--- src/source/trdb_pkg.sv ---
// ##############################
// shared encodings for the trace packet priority unit
// format 0 subformat values are not defined here
// since the jump target cache is absent
// ##############################

package trdb_pkg;

    // packet format, 2 bit header field of the te_inst packet
    typedef enum logic [1:0] {
        F_OPT_EXT    = 2'h0,
        F_DIFF_DELTA = 2'h1,
        F_ADDR_ONLY  = 2'h2,
        F_SYNC       = 2'h3
    } trdb_format_e;

    // subformat of a format 3 packet
    typedef enum logic [1:0] {
        SF_START   = 2'h0,
        SF_TRAP    = 2'h1,
        SF_CONTEXT = 2'h2,
        SF_SUPPORT = 2'h3
    } trdb_f_sync_subformat_e;

    // qualification status carried by a support packet
    typedef enum logic [1:0] {
        NO_CHANGE  = 2'h0,
        ENDED_REP  = 2'h1,
        TRACE_LOST = 2'h2,
        ENDED_NTR  = 2'h3
    } qual_status_e;

    // irdepth field width
    // counter size is a log2 value, so size 0 gives a 1 bit field
    function automatic int irdepth_width(int call_counter_size);
        return 2 ** call_counter_size;
    endfunction

endpackage

--- src/source/trdb_event_if.sv ---
// ##############################
// composite event conditions, all level
// signals valid in the same cycle
// ##############################

`timescale 1ns/1ps

interface trdb_event_if;

    // this cycle
    logic tc_exc_only;
    logic tc_ppccd;
    logic tc_resync_br;
    logic tc_er_n;
    logic tc_rpt_br;
    logic tc_f3_sf3;
    // next cycle
    logic nc_exc_only;
    logic nc_ppccd_br;

    modport decode (
        output tc_exc_only, tc_ppccd, tc_resync_br, tc_er_n,
        output tc_rpt_br, tc_f3_sf3, nc_exc_only, nc_ppccd_br
    );

    modport select (
        input tc_exc_only, tc_ppccd, tc_resync_br, tc_er_n,
        input tc_rpt_br, tc_f3_sf3, nc_exc_only, nc_ppccd_br
    );

endinterface

--- src/source/trdb_packet_if.sv ---
// ##############################
// unregistered packet decision
// fields only meaningful with pkt_valid high,
// ended_ntr and ended_rep are driven every cycle
// ##############################

`timescale 1ns/1ps

interface trdb_packet_if;

    logic                            pkt_valid;
    trdb_pkg::trdb_format_e          format;
    trdb_pkg::trdb_f_sync_subformat_e subformat;
    logic                            thaddr;
    logic                            cause_mux;
    logic                            tval_mux;
    logic                            resync_timer_rst;
    // format 1 or 2 chosen
    logic                            addr_pkt;
    // format 3 support chosen
    logic                            support_pkt;
    // history sources for the qual status
    logic                            ended_ntr;
    logic                            ended_rep;

    modport select (
        output pkt_valid, format, subformat, thaddr, cause_mux, tval_mux,
        output resync_timer_rst, addr_pkt, support_pkt, ended_ntr, ended_rep
    );

    modport result (
        input pkt_valid, format, subformat, thaddr, cause_mux, tval_mux,
        input resync_timer_rst, addr_pkt, support_pkt, ended_ntr, ended_rep
    );

endinterface

--- src/source/trdb_event_decode.sv ---
// ##############################
// purely combinational
// context changes are treated as precise,
// imprecise context reporting is not supported
// ##############################

`timescale 1ns/1ps

module trdb_event_decode (
    // this cycle
    input logic tc_exception_i,
    input logic tc_retired_i,
    input logic tc_privchange_i,
    input logic tc_context_change_i,
    input logic tc_max_resync_i,
    input logic tc_branch_map_empty_i,
    input logic tc_branch_map_full_i,
    input logic tc_enc_enabled_i,
    input logic tc_enc_disabled_i,
    input logic tc_opmode_change_i,
    // last cycle
    input logic lc_final_qualified_i,
    // next cycle
    input logic nc_exception_i,
    input logic nc_retired_i,
    input logic nc_privchange_i,
    input logic nc_context_change_i,
    input logic nc_branch_map_empty_i,

    trdb_event_if.decode ev
);

    // exception with no instruction retired alongside
    assign ev.tc_exc_only  = tc_exception_i & ~tc_retired_i;
    assign ev.tc_er_n      = tc_exception_i & tc_retired_i;
    // privilege or precise context change
    assign ev.tc_ppccd     = tc_privchange_i | tc_context_change_i;
    // resync only worth an address packet with pending branches
    assign ev.tc_resync_br = tc_max_resync_i & ~tc_branch_map_empty_i;
    // no misprediction input, so only a full map repeats
    assign ev.tc_rpt_br    = tc_branch_map_full_i;
    // support packet triggers
    assign ev.tc_f3_sf3    = tc_enc_enabled_i | tc_enc_disabled_i | tc_opmode_change_i
                           | lc_final_qualified_i;

    assign ev.nc_exc_only  = nc_exception_i & ~nc_retired_i;
    assign ev.nc_ppccd_br  = (nc_privchange_i | nc_context_change_i) & ~nc_branch_map_empty_i;

endmodule

--- src/source/trdb_priority_select.sv ---
// ##############################
// priority chain of the encoder flowchart
// format 0 is never chosen
// only tc_reported is stored here
// ##############################

`timescale 1ns/1ps

module trdb_priority_select (
    input logic clk_i,
    input logic rst_ni,

    input logic valid_i,
    input logic tc_qualified_i,
    input logic tc_first_qualified_i,
    input logic lc_exception_i,
    input logic lc_updiscon_i,
    input logic tc_max_resync_i,
    input logic tc_branch_map_empty_i,
    input logic nc_qualified_i,

    trdb_event_if.select  ev,
    trdb_packet_if.select pkt
);

    logic                   tc_reported_d, tc_reported_q;
    trdb_pkg::trdb_format_e addr_format;

    // trap already reported in the previous cycle
    always_ff @(posedge clk_i, negedge rst_ni) begin
        if (!rst_ni) begin
            tc_reported_q <= 1'b0;
        end else begin
            tc_reported_q <= tc_reported_d;
        end
    end

    // format 1 if branches are pending, else format 2
    assign addr_format = tc_branch_map_empty_i ? trdb_pkg::F_ADDR_ONLY
                                               : trdb_pkg::F_DIFF_DELTA;

    always_comb begin
        pkt.pkt_valid        = 1'b0;
        pkt.format           = trdb_pkg::F_OPT_EXT;
        pkt.subformat        = trdb_pkg::SF_START;
        pkt.thaddr           = 1'b0;
        pkt.cause_mux        = 1'b0;
        pkt.tval_mux         = 1'b0;
        pkt.resync_timer_rst = 1'b0;
        pkt.addr_pkt         = 1'b0;
        pkt.support_pkt      = 1'b0;
        pkt.ended_ntr        = 1'b0;
        pkt.ended_rep        = 1'b0;
        tc_reported_d        = 1'b0;

        if (valid_i) begin
            if (ev.tc_f3_sf3) begin
                // support packet, independent of qualification
                pkt.pkt_valid   = 1'b1;
                pkt.format      = trdb_pkg::F_SYNC;
                pkt.subformat   = trdb_pkg::SF_SUPPORT;
                pkt.support_pkt = 1'b1;
            end else if (tc_qualified_i) begin
                if (lc_exception_i) begin
                    pkt.pkt_valid        = 1'b1;
                    pkt.format           = trdb_pkg::F_SYNC;
                    pkt.resync_timer_rst = 1'b1;
                    if (ev.tc_exc_only) begin
                        // back to back exception, trap packet without address
                        pkt.subformat = trdb_pkg::SF_TRAP;
                        tc_reported_d = 1'b1;
                    end else if (tc_reported_q) begin
                        pkt.subformat = trdb_pkg::SF_START;
                    end else begin
                        // handler address goes with the trap
                        pkt.subformat = trdb_pkg::SF_TRAP;
                        pkt.thaddr    = 1'b1;
                    end
                end else if (tc_first_qualified_i || ev.tc_ppccd || tc_max_resync_i) begin
                    pkt.pkt_valid        = 1'b1;
                    pkt.format           = trdb_pkg::F_SYNC;
                    pkt.subformat        = trdb_pkg::SF_START;
                    pkt.resync_timer_rst = 1'b1;
                end else if (lc_updiscon_i) begin
                    pkt.pkt_valid = 1'b1;
                    pkt.ended_ntr = 1'b1;
                    if (ev.tc_exc_only) begin
                        // cause and tval come from this cycle
                        pkt.format           = trdb_pkg::F_SYNC;
                        pkt.subformat        = trdb_pkg::SF_TRAP;
                        pkt.resync_timer_rst = 1'b1;
                        pkt.cause_mux        = 1'b1;
                        pkt.tval_mux         = 1'b1;
                    end else begin
                        pkt.format   = addr_format;
                        pkt.addr_pkt = 1'b1;
                    end
                end else if (ev.tc_resync_br || ev.tc_er_n) begin
                    pkt.pkt_valid = 1'b1;
                    pkt.format    = addr_format;
                    pkt.addr_pkt  = 1'b1;
                end else if (ev.nc_exc_only || ev.nc_ppccd_br || !nc_qualified_i) begin
                    // last qualified instruction before a gap
                    pkt.pkt_valid = 1'b1;
                    pkt.format    = addr_format;
                    pkt.addr_pkt  = 1'b1;
                    pkt.ended_rep = !nc_qualified_i;
                end else if (ev.tc_rpt_br) begin
                    pkt.pkt_valid = 1'b1;
                    pkt.format    = trdb_pkg::F_DIFF_DELTA;
                    pkt.addr_pkt  = 1'b1;
                end
            end
        end
    end

endmodule

--- src/source/trdb_packet_result.sv ---
// ##############################
// registered outputs, one cycle after the decision
// implicit return mode itself is not supported,
// irreport and irdepth only copy lc_updiscon
// ##############################

`timescale 1ns/1ps

module trdb_packet_result #(
    parameter int CALL_COUNTER_SIZE = 0,
    parameter int RETURN_STACK_SIZE = 0
) (
    input logic clk_i,
    input logic rst_ni,

    input logic implicit_return_i,
    input logic lc_updiscon_i,

    trdb_packet_if.result pkt,

    output logic                                   valid_o,
    output trdb_pkg::trdb_format_e                 packet_format_o,
    output trdb_pkg::trdb_f_sync_subformat_e       packet_f_sync_subformat_o,
    output logic                                   thaddr_o,
    output logic                                   cause_mux_o,
    output logic                                   tval_mux_o,
    output logic                                   resync_timer_rst_o,
    output trdb_pkg::qual_status_e                 qual_status_o,
    output logic                                   irreport_o,
    output logic [trdb_pkg::irdepth_width(CALL_COUNTER_SIZE)-1:0] irdepth_o
);

    localparam int IrDepthW = trdb_pkg::irdepth_width(CALL_COUNTER_SIZE);

    logic                  lc_ended_ntr_q, lc_ended_rep_q;
    logic                  ir_copy;
    logic                  irreport_d;
    logic [IrDepthW-1:0]   irdepth_d;
    trdb_pkg::qual_status_e qual_status_d;

    // updiscon is copied unless a real return stack would be needed
    assign ir_copy = pkt.addr_pkt && !implicit_return_i
                     && (CALL_COUNTER_SIZE == 0 || RETURN_STACK_SIZE == 0);

    always_comb begin
        irreport_d    = ir_copy & lc_updiscon_i;
        irdepth_d     = '0;
        irdepth_d[0]  = ir_copy & lc_updiscon_i;
        // ntr ending takes precedence over rep ending
        qual_status_d = trdb_pkg::NO_CHANGE;
        if (pkt.support_pkt) begin
            if (lc_ended_ntr_q) begin
                qual_status_d = trdb_pkg::ENDED_NTR;
            end else if (lc_ended_rep_q) begin
                qual_status_d = trdb_pkg::ENDED_REP;
            end
        end
    end

    always_ff @(posedge clk_i, negedge rst_ni) begin
        if (!rst_ni) begin
            lc_ended_ntr_q            <= 1'b0;
            lc_ended_rep_q            <= 1'b0;
            valid_o                   <= 1'b0;
            packet_format_o           <= trdb_pkg::F_OPT_EXT;
            packet_f_sync_subformat_o <= trdb_pkg::SF_START;
            thaddr_o                  <= 1'b0;
            cause_mux_o               <= 1'b0;
            tval_mux_o                <= 1'b0;
            resync_timer_rst_o        <= 1'b0;
            qual_status_o             <= trdb_pkg::NO_CHANGE;
            irreport_o                <= 1'b0;
            irdepth_o                 <= '0;
        end else begin
            // history of the previous decision
            lc_ended_ntr_q            <= pkt.ended_ntr;
            lc_ended_rep_q            <= pkt.ended_rep;
            valid_o                   <= pkt.pkt_valid;
            packet_format_o           <= pkt.format;
            packet_f_sync_subformat_o <= pkt.subformat;
            thaddr_o                  <= pkt.thaddr;
            cause_mux_o               <= pkt.cause_mux;
            tval_mux_o                <= pkt.tval_mux;
            resync_timer_rst_o        <= pkt.resync_timer_rst;
            qual_status_o             <= qual_status_d;
            irreport_o                <= irreport_d;
            irdepth_o                 <= irdepth_d;
        end
    end

endmodule

--- src/source/trdb_priority.sv ---
// ##############################
// packet priority unit top
// outputs lag their event by one cycle
// no back-pressure, emitter takes every packet
// ##############################

`timescale 1ns/1ps

module trdb_priority #(
    parameter int CALL_COUNTER_SIZE = 0,
    parameter int RETURN_STACK_SIZE = 0
) (
    input logic clk_i,
    input logic rst_ni,

    input logic valid_i,
    // last cycle
    input logic lc_exception_i,
    input logic lc_updiscon_i,
    input logic lc_final_qualified_i,
    // this cycle
    input logic tc_qualified_i,
    input logic tc_exception_i,
    input logic tc_retired_i,
    input logic tc_first_qualified_i,
    input logic tc_privchange_i,
    input logic tc_context_change_i,
    input logic tc_max_resync_i,
    input logic tc_branch_map_empty_i,
    input logic tc_branch_map_full_i,
    input logic tc_enc_enabled_i,
    input logic tc_enc_disabled_i,
    input logic tc_opmode_change_i,
    // next cycle
    input logic nc_exception_i,
    input logic nc_retired_i,
    input logic nc_privchange_i,
    input logic nc_context_change_i,
    input logic nc_branch_map_empty_i,
    input logic nc_qualified_i,
    input logic implicit_return_i,

    output logic                                   valid_o,
    output trdb_pkg::trdb_format_e                 packet_format_o,
    output trdb_pkg::trdb_f_sync_subformat_e       packet_f_sync_subformat_o,
    output logic                                   thaddr_o,
    output logic                                   cause_mux_o,
    output logic                                   tval_mux_o,
    output logic                                   resync_timer_rst_o,
    output trdb_pkg::qual_status_e                 qual_status_o,
    output logic                                   irreport_o,
    output logic [trdb_pkg::irdepth_width(CALL_COUNTER_SIZE)-1:0] irdepth_o
);

    trdb_event_if  ev_if ();
    trdb_packet_if pkt_if ();

    // raw events to flowchart conditions
    trdb_event_decode trdb_event_decode_inst (
        .tc_exception_i        (tc_exception_i),
        .tc_retired_i          (tc_retired_i),
        .tc_privchange_i       (tc_privchange_i),
        .tc_context_change_i   (tc_context_change_i),
        .tc_max_resync_i       (tc_max_resync_i),
        .tc_branch_map_empty_i (tc_branch_map_empty_i),
        .tc_branch_map_full_i  (tc_branch_map_full_i),
        .tc_enc_enabled_i      (tc_enc_enabled_i),
        .tc_enc_disabled_i     (tc_enc_disabled_i),
        .tc_opmode_change_i    (tc_opmode_change_i),
        .lc_final_qualified_i  (lc_final_qualified_i),
        .nc_exception_i        (nc_exception_i),
        .nc_retired_i          (nc_retired_i),
        .nc_privchange_i       (nc_privchange_i),
        .nc_context_change_i   (nc_context_change_i),
        .nc_branch_map_empty_i (nc_branch_map_empty_i),
        .ev                    (ev_if.decode)
    );

    trdb_priority_select trdb_priority_select_inst (
        .clk_i                 (clk_i),
        .rst_ni                (rst_ni),
        .valid_i               (valid_i),
        .tc_qualified_i        (tc_qualified_i),
        .tc_first_qualified_i  (tc_first_qualified_i),
        .lc_exception_i        (lc_exception_i),
        .lc_updiscon_i         (lc_updiscon_i),
        .tc_max_resync_i       (tc_max_resync_i),
        .tc_branch_map_empty_i (tc_branch_map_empty_i),
        .nc_qualified_i        (nc_qualified_i),
        .ev                    (ev_if.select),
        .pkt                   (pkt_if.select)
    );

    // output register stage
    trdb_packet_result #(
        .CALL_COUNTER_SIZE (CALL_COUNTER_SIZE),
        .RETURN_STACK_SIZE (RETURN_STACK_SIZE)
    ) trdb_packet_result_inst (
        .clk_i                     (clk_i),
        .rst_ni                    (rst_ni),
        .implicit_return_i         (implicit_return_i),
        .lc_updiscon_i             (lc_updiscon_i),
        .pkt                       (pkt_if.result),
        .valid_o                   (valid_o),
        .packet_format_o           (packet_format_o),
        .packet_f_sync_subformat_o (packet_f_sync_subformat_o),
        .thaddr_o                  (thaddr_o),
        .cause_mux_o               (cause_mux_o),
        .tval_mux_o                (tval_mux_o),
        .resync_timer_rst_o        (resync_timer_rst_o),
        .qual_status_o             (qual_status_o),
        .irreport_o                (irreport_o),
        .irdepth_o                 (irdepth_o)
    );

endmodule

--- config.mk ---
export PLATFORM = sky130hd
export DESIGN_NAME = trdb_priority
export DESIGN_NICKNAME = d
export VERILOG_FILES = /design/src/source/trdb_pkg.sv /design/src/source/trdb_event_if.sv /design/src/source/trdb_packet_if.sv /design/src/source/trdb_event_decode.sv /design/src/source/trdb_priority_select.sv /design/src/source/trdb_packet_result.sv /design/src/source/trdb_priority.sv
export SDC_FILE = /design/constraint.sdc
export NUM_CORES = 1
export LEC_CHECK = 0
export CAP_MARGIN = 20
export CORE_AREA = 2 2 39 41
export CTS_CLUSTER_SIZE = 40
export DETAILED_ROUTE_END_ITERATION = 7
export DIE_AREA = 0 0 41 43
export DONT_BUFFER_PORTS = 1
export PLACE_DENSITY = 0.65
export SETUP_SLACK_MARGIN = 0.4
export SLEW_MARGIN = 0
export SYNTH_ARGS = -nofsm -noshare
export SYNTH_HDL_FRONTEND = slang
export SYNTH_HIERARCHICAL = 1
export SYNTH_SLANG_ARGS = --single-unit
--- constraint.sdc ---
create_clock -name clk_i -period 1.9 [get_ports clk_i]
set_input_delay 0.475 -clock clk_i [delete_from_list [all_inputs] [get_ports clk_i]]
set_output_delay 0.475 -clock clk_i [all_outputs]
set_load 0.01 [all_outputs]
==> results.json, run 1 <==
{
  "outcome": "finished, final reports clean",
  "fin_skew_ps": 0.198,
  "vias_per_cell": 5.73,
  "cap_violations": 0,
  "dpl.cell_count": 74,
  "synth_area_um2": 677,
  "clock.fmax_ghz": 0.694,
  "synth.top_cell.area_share_pct": 55.5,
  "firstDrtPassIters": 4,
  "p_comb_share_pct": 7.3,
  "fp.dieH_um": 43,
  "grt_use_total_pct": 14.8,
  "drt-met1-wl_um": 454,
  "io_pins": 38,
  "syn_nets": 87,
  "top_layer_used": "met4",
  "peakVddDrop_mv": 0.321,
  "ys_types": 28,
  "dieArea_um2": 1760,
  "fin_total_pwr_mw": 0.539,
  "whs_ps": 263,
  "clkPwrFrac_pct": 31.1,
  "vias": 458,
  "hp-class": "in -> reg",
  "worstPathRequired_ps": 2110,
  "p_per_area_nw_per_um2": 741,
  "grt_antenna_before_repair": 0,
  "root_buffer": "clkbuf_4",
  "dr_wl_met3_um": 110,
  "gr-total-overflow": 0,
  "ys_warn_count": 6,
  "synth_seq_cells": 15,
  "mostFrequentLayoutCells": "dfrtp_1, nand2_1, nor3_1",
  "internal-power_mw": 0.423,
  "p_switching_mw": 0.117,
  "nNetsFinal": 90,
  "route.detailed.drc": 0,
  "cts_tree": "built",
  "startpoint_type": "input pin",
  "io_buffers": 0,
  "clockBufferDepth": 2,
  "ys_seq_area_share_pct": 55.5,
  "antenna_left": 0,
  "netlist_instances": 62,
  "final.setup.tns_ps": 0,
  "grt_start_max_net_pins": 16,
  "drt_iter0_markers": 4,
  "critical_path_class": "in -> reg",
  "core_um2": 1380,
  "finalHoldViolCount": 0,
  "syn_to_final_growth_pct": 7.58,
  "fin_cells": 80,
  "die_w_um": 41,
  "dp_hpwl_um": 896,
  "cp_data_arrival_time_ps": 1650,
  "syn_area_per_cell_um2": 10.9,
  "finalSetupViolCount": 0,
  "rsz0062_at_grt": "no",
  "worst_skew_pair.late_latency_ps": 270,
  "row_count": 14,
  "gp_congestion": 0.872,
  "clkTransAtPathRegs_ps": 80,
  "finalMaxSlewViolations": 0,
  "grt_pass1_wl_um": 1750,
  "grt_pass1_vias": 433,
  "fin_crit_ps": 1440,
  "synth_area_leaders": "dfrtp_1, buf_4, nor3_1",
  "wl_met2_um": 533,
  "p_seq_share_pct": 61.6,
  "cts_resized": 0,
  "slew_headroom_pct": 58.7,
  "worst_slew_pin_slew_ps": 618,
  "cp_max_fo": 5,
  "netSwitchingFraction_pct": 21.6,
  "totalWireLength_um": 1120,
  "cts_made_buffers": 3,
  "wl_per_cell_um": 14.0,
  "cts_sinks": 15,
  "h-tree-depth": 1,
  "worst_setup_path_end_kind": "flip-flop",
  "drive_gt1_share_pct": 20.3,
  "start_util_pct": 48.9,
  "layout_commonest_cell": "dfrtp_1",
  "yosys.area.top_type": "dfrtp_1",
  "p_leak_nw": 0.330,
  "n_antenna_cell": 0,
  "period_share_pct": 75.9
}
[state kept, by name, summed over array words and instances (netlist names)]
signal,flops
trdb_priority_select_inst/tc_reported_q,1
trdb_packet_result_inst/lc_ended_rep_q,1
trdb_packet_result_inst/packet_format_o,2
trdb_packet_result_inst/valid_o,1
trdb_packet_result_inst/cause_mux_o,1
trdb_packet_result_inst/packet_f_sync_subformat_o,2
trdb_packet_result_inst/lc_ended_ntr_q,1
trdb_packet_result_inst/irdepth_o,1
trdb_packet_result_inst/qual_status_o,2
trdb_packet_result_inst/tval_mux_o,1
trdb_packet_result_inst/resync_timer_rst_o,1
trdb_packet_result_inst/thaddr_o,1
[cell usage after synthesis]
master     count
and2_1         3
nor2b_1        3
nor2_1         2
nor3_1         4
and3_2         1
nand2b_1       1
buf_4          4
or3_1          1
nand4_1        1
inv_1          2
o2111ai_1      1
nand2_1        5
or3b_1         1
or2_2          1
or3_4          1
or4_1          1
and3b_1        2
and3_1         2
a21boi_0       1
o21ai_0        1
o21bai_1       1
dfrtp_1       15
a31oi_1        3
nand3_1        1
o21ba_2        1
nor4_2         1
o211ai_1       1
o21a_1         1
[per-stage QoR]
stage	setup slack [ps]	util [%]	area (µm²)
after CTS	483	52.1	721
final	459	52.6	728
after global routing	404	52.6	728
after global placement	231	49.4	683
after detailed placement	193	49.4	683
after floorplan	259	-	693
[worst max-delay path, cell delays in order]
cell and delay, ps:
or4_4 530, and3b_2 290, nand3_1 80, nor2_1 110, and3b_1 160
[cell type report]
cell class	count	area (µm²)
fill	114	656
sequential	15	375
multi-input combinational	41	280
clock buffer	3	22.5
tap	16	20.0
timing repair buffer	2	17.5
inverter	2	7.51
clock inverter	1	5.00
[repair_timing]
item | 4_1_cts | 5_1_grt
setup endpoints to repair | 0 | 1
buffers inserted | 0 | 1
hold buffers | 1 | 0
endpoints found under the hold margin | 15 | 0
[worst paths after layout]
kind	startpoint	endpoint	slack, ps	cells after the start
max	lc_final_qualified_i	trdb_packet_result_inst/irdepth_o	460	5
min	nc_qualified_i	trdb_packet_result_inst/lc_ended_rep_q	260	1
max reg2reg	trdb_priority_select_inst/tc_reported_q	flip-flop	1050	3
min reg2reg	trdb_priority_select_inst/tc_reported_q	trdb_packet_result_inst/thaddr_o	450	1
max in group asynchronous	rst_ni	trdb_packet_result_inst/packet_format_o[1]	850	1
min in group asynchronous	rst_ni	trdb_packet_result_inst/lc_ended_ntr_q	650	1
[logic make-up (layout without fill, tap and decap cells)]
group	Yosys count	count (layout)	synth area share [%]
and+or+nand+nor	31	31	28.3
buffers and inverters	6	8	5.55
DFF	15	15	55.5
AOI/OAI and AO/OA	10	10	10.7
[power groups by stage]
stage	sequential [mW]	combinational, mW	clock (mW)
floorplan	0.338	0.0306	0
global placement	0.339	0.0318	0
detailed placement	0.339	0.0316	0
CTS	0.333	0.0392	0.176
global route	0.334	0.0446	0.189
finish	0.332	0.0392	0.168
[routing by layer]
| metal | track usage [%] | vias to the layer above |
|---|---|---|
| li1 | - | 224 |
| met1 | 19.7 | 206 |
| met2 | 20.0 | 26 |
| met3 | 3.14 | 2 |
| met4 | 11.3 | 0 |
| met5 | 0 | - |
Power figures use the tool's default switching activity.
==> inputs of run 2 (changes only) <==
--- a/config.mk
+++ b/config.mk
@@ -5,13 +5,14 @@
 export SDC_FILE = /design/constraint.sdc
 export NUM_CORES = 1
 export LEC_CHECK = 0
+export ABC_AREA = 1
 export CAP_MARGIN = 20
-export CORE_AREA = 2 2 39 41
+export CORE_MARGIN = 2
+export CORE_UTILIZATION = 53
 export CTS_CLUSTER_SIZE = 40
 export DETAILED_ROUTE_END_ITERATION = 7
-export DIE_AREA = 0 0 41 43
 export DONT_BUFFER_PORTS = 1
-export PLACE_DENSITY = 0.65
+export PLACE_DENSITY = 0.7
 export SETUP_SLACK_MARGIN = 0.4
 export SLEW_MARGIN = 0
 export SYNTH_ARGS = -nofsm -noshare
==> constraint.sdc (replaced) <==
create_clock -name clk_i -period 1.3 [get_ports clk_i]
set_input_delay 0.325 -clock clk_i [delete_from_list [all_inputs] [get_ports clk_i]]
set_output_delay 0.325 -clock clk_i [all_outputs]
set_load 0.01 [all_outputs]
==> results.json, run 2 <==
{
  "cts_made_buffers": 3,
  "cp_data_arrival_time_ps": 700,
  "cts_tree": "built",
  "clkTransAtPathRegs_ps": 80,
  "ys_types": 20,
  "totalWireLength_um": 1200,
  "outcome": "finished, final reports clean",
  "drt_iter0_markers": 6,
  "worstPathRequired_ps": 980,
  "multi_input_area_um2": 302,
  "dp_slack_ps": 71.4,
  "grt_pass1_wl_um": 1990,
  "fin_skew_ps": 3.34,
  "yosys.area.top_type": "dfrtp_1",
  "vias": 569,
  "startpoint_type": "flip-flop",
  "cts_sinks": 15,
  "n_antenna_cell": 0,
  "firstDrtPassIters": 4,
  "finalSetupViolCount": 0,
  "vias_per_cell": 5.08,
  "slew_headroom_pct": 59.2,
  "period_share_pct": 79.2,
  "row_count": 13,
  "worst_skew_pair.late_latency_ps": 260,
  "synth_area_um2": 759,
  "start_util_pct": 57.6,
  "gp_congestion": 0.820,
  "antenna_left": 0,
  "synthArstFlopShare_pct": 100,
  "finalMaxSlewViolations": 0,
  "nNetsFinal": 123,
  "synth_edf_count": 0,
  "top_regs": "trdb_packet_result_inst/packet_f_sync_subformat_o (2), trdb_packet_result_inst/packet_format_o (2), trdb_packet_result_inst/qual_status_o (2)",
  "die_w_um": 41.9,
  "synth.top_cell.area_share_pct": 49.4,
  "grt_use_total_pct": 14.6,
  "wl_per_cell_um": 10.7,
  "route.detailed.drc": 0,
  "synth_seq_cells": 15,
  "p_per_area_nw_per_um2": 962,
  "finalHoldViolCount": 0,
  "syn_area_per_cell_um2": 8.17,
  "fin_crit_ps": 1030,
  "clock.fmax_ghz": 0.972,
  "worst_setup_path_end_kind": "output port",
  "grt_pass1_vias": 503,
  "root_buffer": "clkbuf_4",
  "grt_antenna_before_repair": 0,
  "drive_gt1_share_pct": 25.8,
  "syn_nets": 118,
  "ys_seq_area_share_pct": 49.4,
  "num-fill-cells": 102,
  "critical_path_class": "reg -> out",
  "netlist_top_cells_count": "nand2_1, dfrtp_1, inv_1, nor2_1, inv_2",
  "hp-class": "in -> reg",
  "clockBufferDepth": 2,
  "p_leak_nw": 0.456,
  "peakVddDrop_mv": 0.400,
  "io_pins": 38,
  "h-tree-depth": 1,
  "mostFrequentLayoutCells": "nand2_1, dfrtp_1, nor2_1",
  "netlist_instances": 93,
  "core_um2": 1320,
  "ys_warn_count": 6,
  "yosysMostFrequentCell": "nand2_1",
  "worst_slew_pin_slew_ps": 611,
  "fp.dieH_um": 41.9,
  "gr-total-overflow": 0,
  "rsz0062_at_grt": "yes",
  "seq_area_um2": 375,
  "io_buffers": 0,
  "setup_slack_ps": 271,
  "whs_ps": 112,
  "cap_violations": 0,
  "dieArea_um2": 1750,
  "syn_to_final_growth_pct": 9.56,
  "synth_ff_type": "dfrtp_1",
  "synth_area_leaders": "dfrtp_1, nand2_1, inv_1",
  "grt_start_max_net_pins": 16,
  "cp_max_fo": 2,
  "dp_hpwl_um": 966,
  "layout_commonest_cell": "nand2_1",
  "final.setup.tns_ps": 0
}
## run 2: changes by cell type after synthesis, moves of 5 or more
cell / delta
nand2_1: +14
inv_1: +12
nor2_1: +12
inv_2: +5
## run 2: logic make-up (layout without fill, tap and decap cells)
family | Yosys count | after routing | synth area share, %
AO/OA/AOI/OAI | 4 | 4 | 3.46
buffers and inverters | 23 | 27 | 13.3
flip-flops | 15 | 15 | 49.4
AND/OR/NAND/NOR | 51 | 51 | 33.8
## run 2: metrics by stage
step	instances	utilization (%)	cell area (µm²)	total power, mW
5_1_grt	112	63.2	832	0.844
4_1_cts	111	61.6	812	0.813
3_3_place_gp	105	57.9	763	0.559
2_1_floorplan	93	-	767	0.554
3_5_place_dp	105	57.9	763	0.560
6_report	112	63.2	832	0.801
## run 2: timing repair
item / CTS / global route
pin swaps: 0 / 1
buffers inserted: 1 / 1
hold endpoints to repair: 15 / 0
resized for setup: 1 / 4
hold buffers: 1 / 0
setup endpoints to repair: 17 / 37
## run 2: path summary, 6_finish.rpt
check | from | endpoint | slack, ps | cells past startpoint
worst max-delay path | trdb_packet_result_inst/irdepth_o | irdepth_o | 270 | 0
worst min-delay path | lc_updiscon_i | trdb_packet_result_inst/lc_ended_rep_q | 110 | 1
worst max register to register | trdb_priority_select_inst/tc_reported_q | flip-flop | 530 | 3
worst min register to register | trdb_packet_result_inst/lc_ended_rep_q | trdb_packet_result_inst/qual_status_o[0] | 460 | 2
max in group asynchronous | rst_ni | trdb_packet_result_inst/valid_o | 770 | 1
min in group asynchronous | rst_ni | trdb_packet_result_inst/qual_status_o[1] | 130 | 1
## run 2: final cells by class
type	count	area share, %
clock buffer	4	3.16
timing repair buffer	4	4.66
tap	15	2.26
multi-input combinational	55	36.2
inverter	19	8.57
sequential	15	45.1
## run 2: layer usage
metal,part of all wire (%),global-route usage [%],up-vias
li1,-,-,289
met1,41,18.2,249
met2,49,24.4,29
met3,8.5,1.74,2
met4,1.0,7.74,0
met5,0,0,-
## run 2: where the power goes
part           total [mW]  internal, mW  leakage [nW]  switching (mW)
sequential          0.487         0.477         0.197         0.00922
clock               0.237         0.119        0.0150           0.118
combinational      0.0778        0.0277         0.244          0.0501
==> inputs of run 3 (changes only) <==
--- a/config.mk
+++ b/config.mk
@@ -7,12 +7,12 @@
 export LEC_CHECK = 0
 export ABC_AREA = 1
 export CAP_MARGIN = 20
-export CORE_MARGIN = 2
-export CORE_UTILIZATION = 53
+export CORE_AREA = 2 2 39 41
 export CTS_CLUSTER_SIZE = 40
 export DETAILED_ROUTE_END_ITERATION = 7
+export DIE_AREA = 0 0 41 43
 export DONT_BUFFER_PORTS = 1
-export PLACE_DENSITY = 0.7
+export PLACE_DENSITY = 0.72
 export SETUP_SLACK_MARGIN = 0.4
 export SLEW_MARGIN = 0
 export SYNTH_ARGS = -nofsm -noshare
==> constraint.sdc (replaced) <==
create_clock -name clk_i -period 1.1 [get_ports clk_i]
set_input_delay 0.275 -clock clk_i [delete_from_list [all_inputs] [get_ports clk_i]]
set_output_delay 0.275 -clock clk_i [all_outputs]
set_load 0.01 [all_outputs]
==> results.json, run 3 (synthesis gave the netlist of run 2 again) <==
{
  "outcome": "finished, final reports clean",
  "period_share_pct": 90.7,
  "dp_hpwl_um": 1030,
  "slew_headroom_pct": 56.8,
  "cts_sinks": 15,
  "r2r-start": "trdb_priority_select_inst/tc_reported_q",
  "grt_antenna_before_repair": 0,
  "busiest_layer": "met2",
  "rsz0062_at_grt": "yes",
  "cp_data_arrival_time_ps": 720,
  "worst_slew_pin_slew_ps": 647,
  "dpl-instance-area_um2": 772,
  "firstDrtPassIters": 4,
  "finalMaxSlewViolations": 0,
  "finalSetupViolCount": 0,
  "regToRegSetupSlack_ps": 350,
  "wl_per_cell_um": 11.9,
  "whs_ps": 53.0,
  "grt_util_met1_pct": 20.5,
  "critPathLaunch": "trdb_packet_result_inst/irdepth_o",
  "startpoint_type": "flip-flop",
  "worstPathRequired_ps": 820,
  "drive_gt1_share_pct": 32.0,
  "worstRegToRegCells": 3,
  "grt_pass1_wl_um": 2080,
  "dieArea_um2": 1760,
  "io_pins": 38,
  "die_w_um": 41,
  "h-tree-depth": 1,
  "vias": 564,
  "cap_violations": 0,
  "totalWireLength_um": 1340,
  "start_util_pct": 54.9,
  "p_per_area_nw_per_um2": 1120,
  "fin_area_um2": 863,
  "cts_tree": "built",
  "io_buffers": 0,
  "worst_setup_path_end_kind": "output port",
  "mostFrequentLayoutCells": "nand2_1, dfrtp_1, inv_1, nor2_1, inv_2",
  "row_count": 14,
  "clkTransAtPathRegs_ps": 80,
  "finalHoldViolCount": 0,
  "clock.fmax_ghz": 1.00,
  "critPathCapture": "irdepth_o",
  "clockBufferDepth": 2,
  "syn_to_final_growth_pct": 13.7,
  "dp_slack_ps": -71.7,
  "critical_path_class": "reg -> out",
  "setup_slack_ps": 102,
  "worst-path-stages": 0,
  "top_regs": "trdb_packet_result_inst/packet_f_sync_subformat_o (2), trdb_packet_result_inst/packet_format_o (2), trdb_packet_result_inst/qual_status_o (2)",
  "peakVddDrop_mv": 0.454,
  "vias_per_cell": 4.99,
  "n_antenna_cell": 0,
  "worst_skew_pair.late_latency_ps": 270,
  "antenna_left": 0,
  "grt_pass1_vias": 520,
  "grt_use_total_pct": 17.4,
  "core_um2": 1380,
  "cts_made_buffers": 3,
  "hp-class": "in -> reg",
  "fin_total_pwr_mw": 0.971,
  "p_leak_nw": 0.470,
  "nNetsFinal": 123,
  "gp_congestion": 0.772,
  "grt_start_max_net_pins": 16,
  "cp_max_fo": 2,
  "num-fill-cells": 117,
  "layout_commonest_cell": "nand2_1",
  "root_buffer": "clkbuf_4",
  "fin_crit_ps": 998,
  "route.detailed.drc": 0,
  "met2_usage_pct": 28.1,
  "fp.dieH_um": 43,
  "drt_iter0_markers": 2,
  "fin_skew_ps": 0.241,
  "grt_util_met3_pct": 4.19,
  "utilization_pct": 62.4,
  "gr-total-overflow": 0
}
## run 3: cell counts in the layout (fill, tap and decap cells not counted)
No cell type changed its count.
## run 3: repair_timing
| action | in CTS | in global routing |
|---|---|---|
| pin swaps | 4 | 2 |
| endpoints found under the hold margin | 15 | 0 |
| setup endpoints to repair | 23 | 41 |
| hold buffers | 1 | 0 |
| gates resized for setup | 11 | 3 |
| setup buffers | 1 | 0 |
## run 3: routing by layer
layer,vias up,part of all wire (%),wire [µm]
met5,-,0,0
met4,0,1.0,14
met3,2,9.2,124
met2,35,48,641
met1,239,42,564
li1,288,-,-
## run 3: area by class of cell
class                      instances  area [µm²]  area share [%]
inverter                          19        71.3            8.26
multi-input combinational         55         334            38.7
sequential                        15         377            43.6
timing repair buffer               4        35.0            4.06
clock buffer                       4        26.3            3.04
tap                               16        20.0            2.32
## run 3: power breakdown
group	leakage [nW]	total [mW]	internal, mW	switching (mW)
sequential	0.195	0.575	0.564	0.0114
clock	0.0150	0.293	0.140	0.153
combinational	0.260	0.103	0.0393	0.0635
total	0.470	0.971	0.743	0.228
## run 3: how the worst min path moves through the flow
stage	from	endpoint	cells after the start
after floorplan	rst_ni	trdb_packet_result_inst/cause_mux_o	0
after global placement	rst_ni	trdb_packet_result_inst/resync_timer_rst_o	0
after detailed placement	rst_ni	trdb_packet_result_inst/cause_mux_o	0
after CTS	implicit_return_i	trdb_packet_result_inst/irdepth_o	1
after global routing	implicit_return_i	trdb_packet_result_inst/irdepth_o	1
final	implicit_return_i	trdb_packet_result_inst/irdepth_o	1
## run 3: through the flow
stage	cells	setup TNS [ps]
after floorplan	93	-16.7
after global placement	107	-104
after detailed placement	107	-169
after CTS	113	0
after global routing	113	0
final	113	0
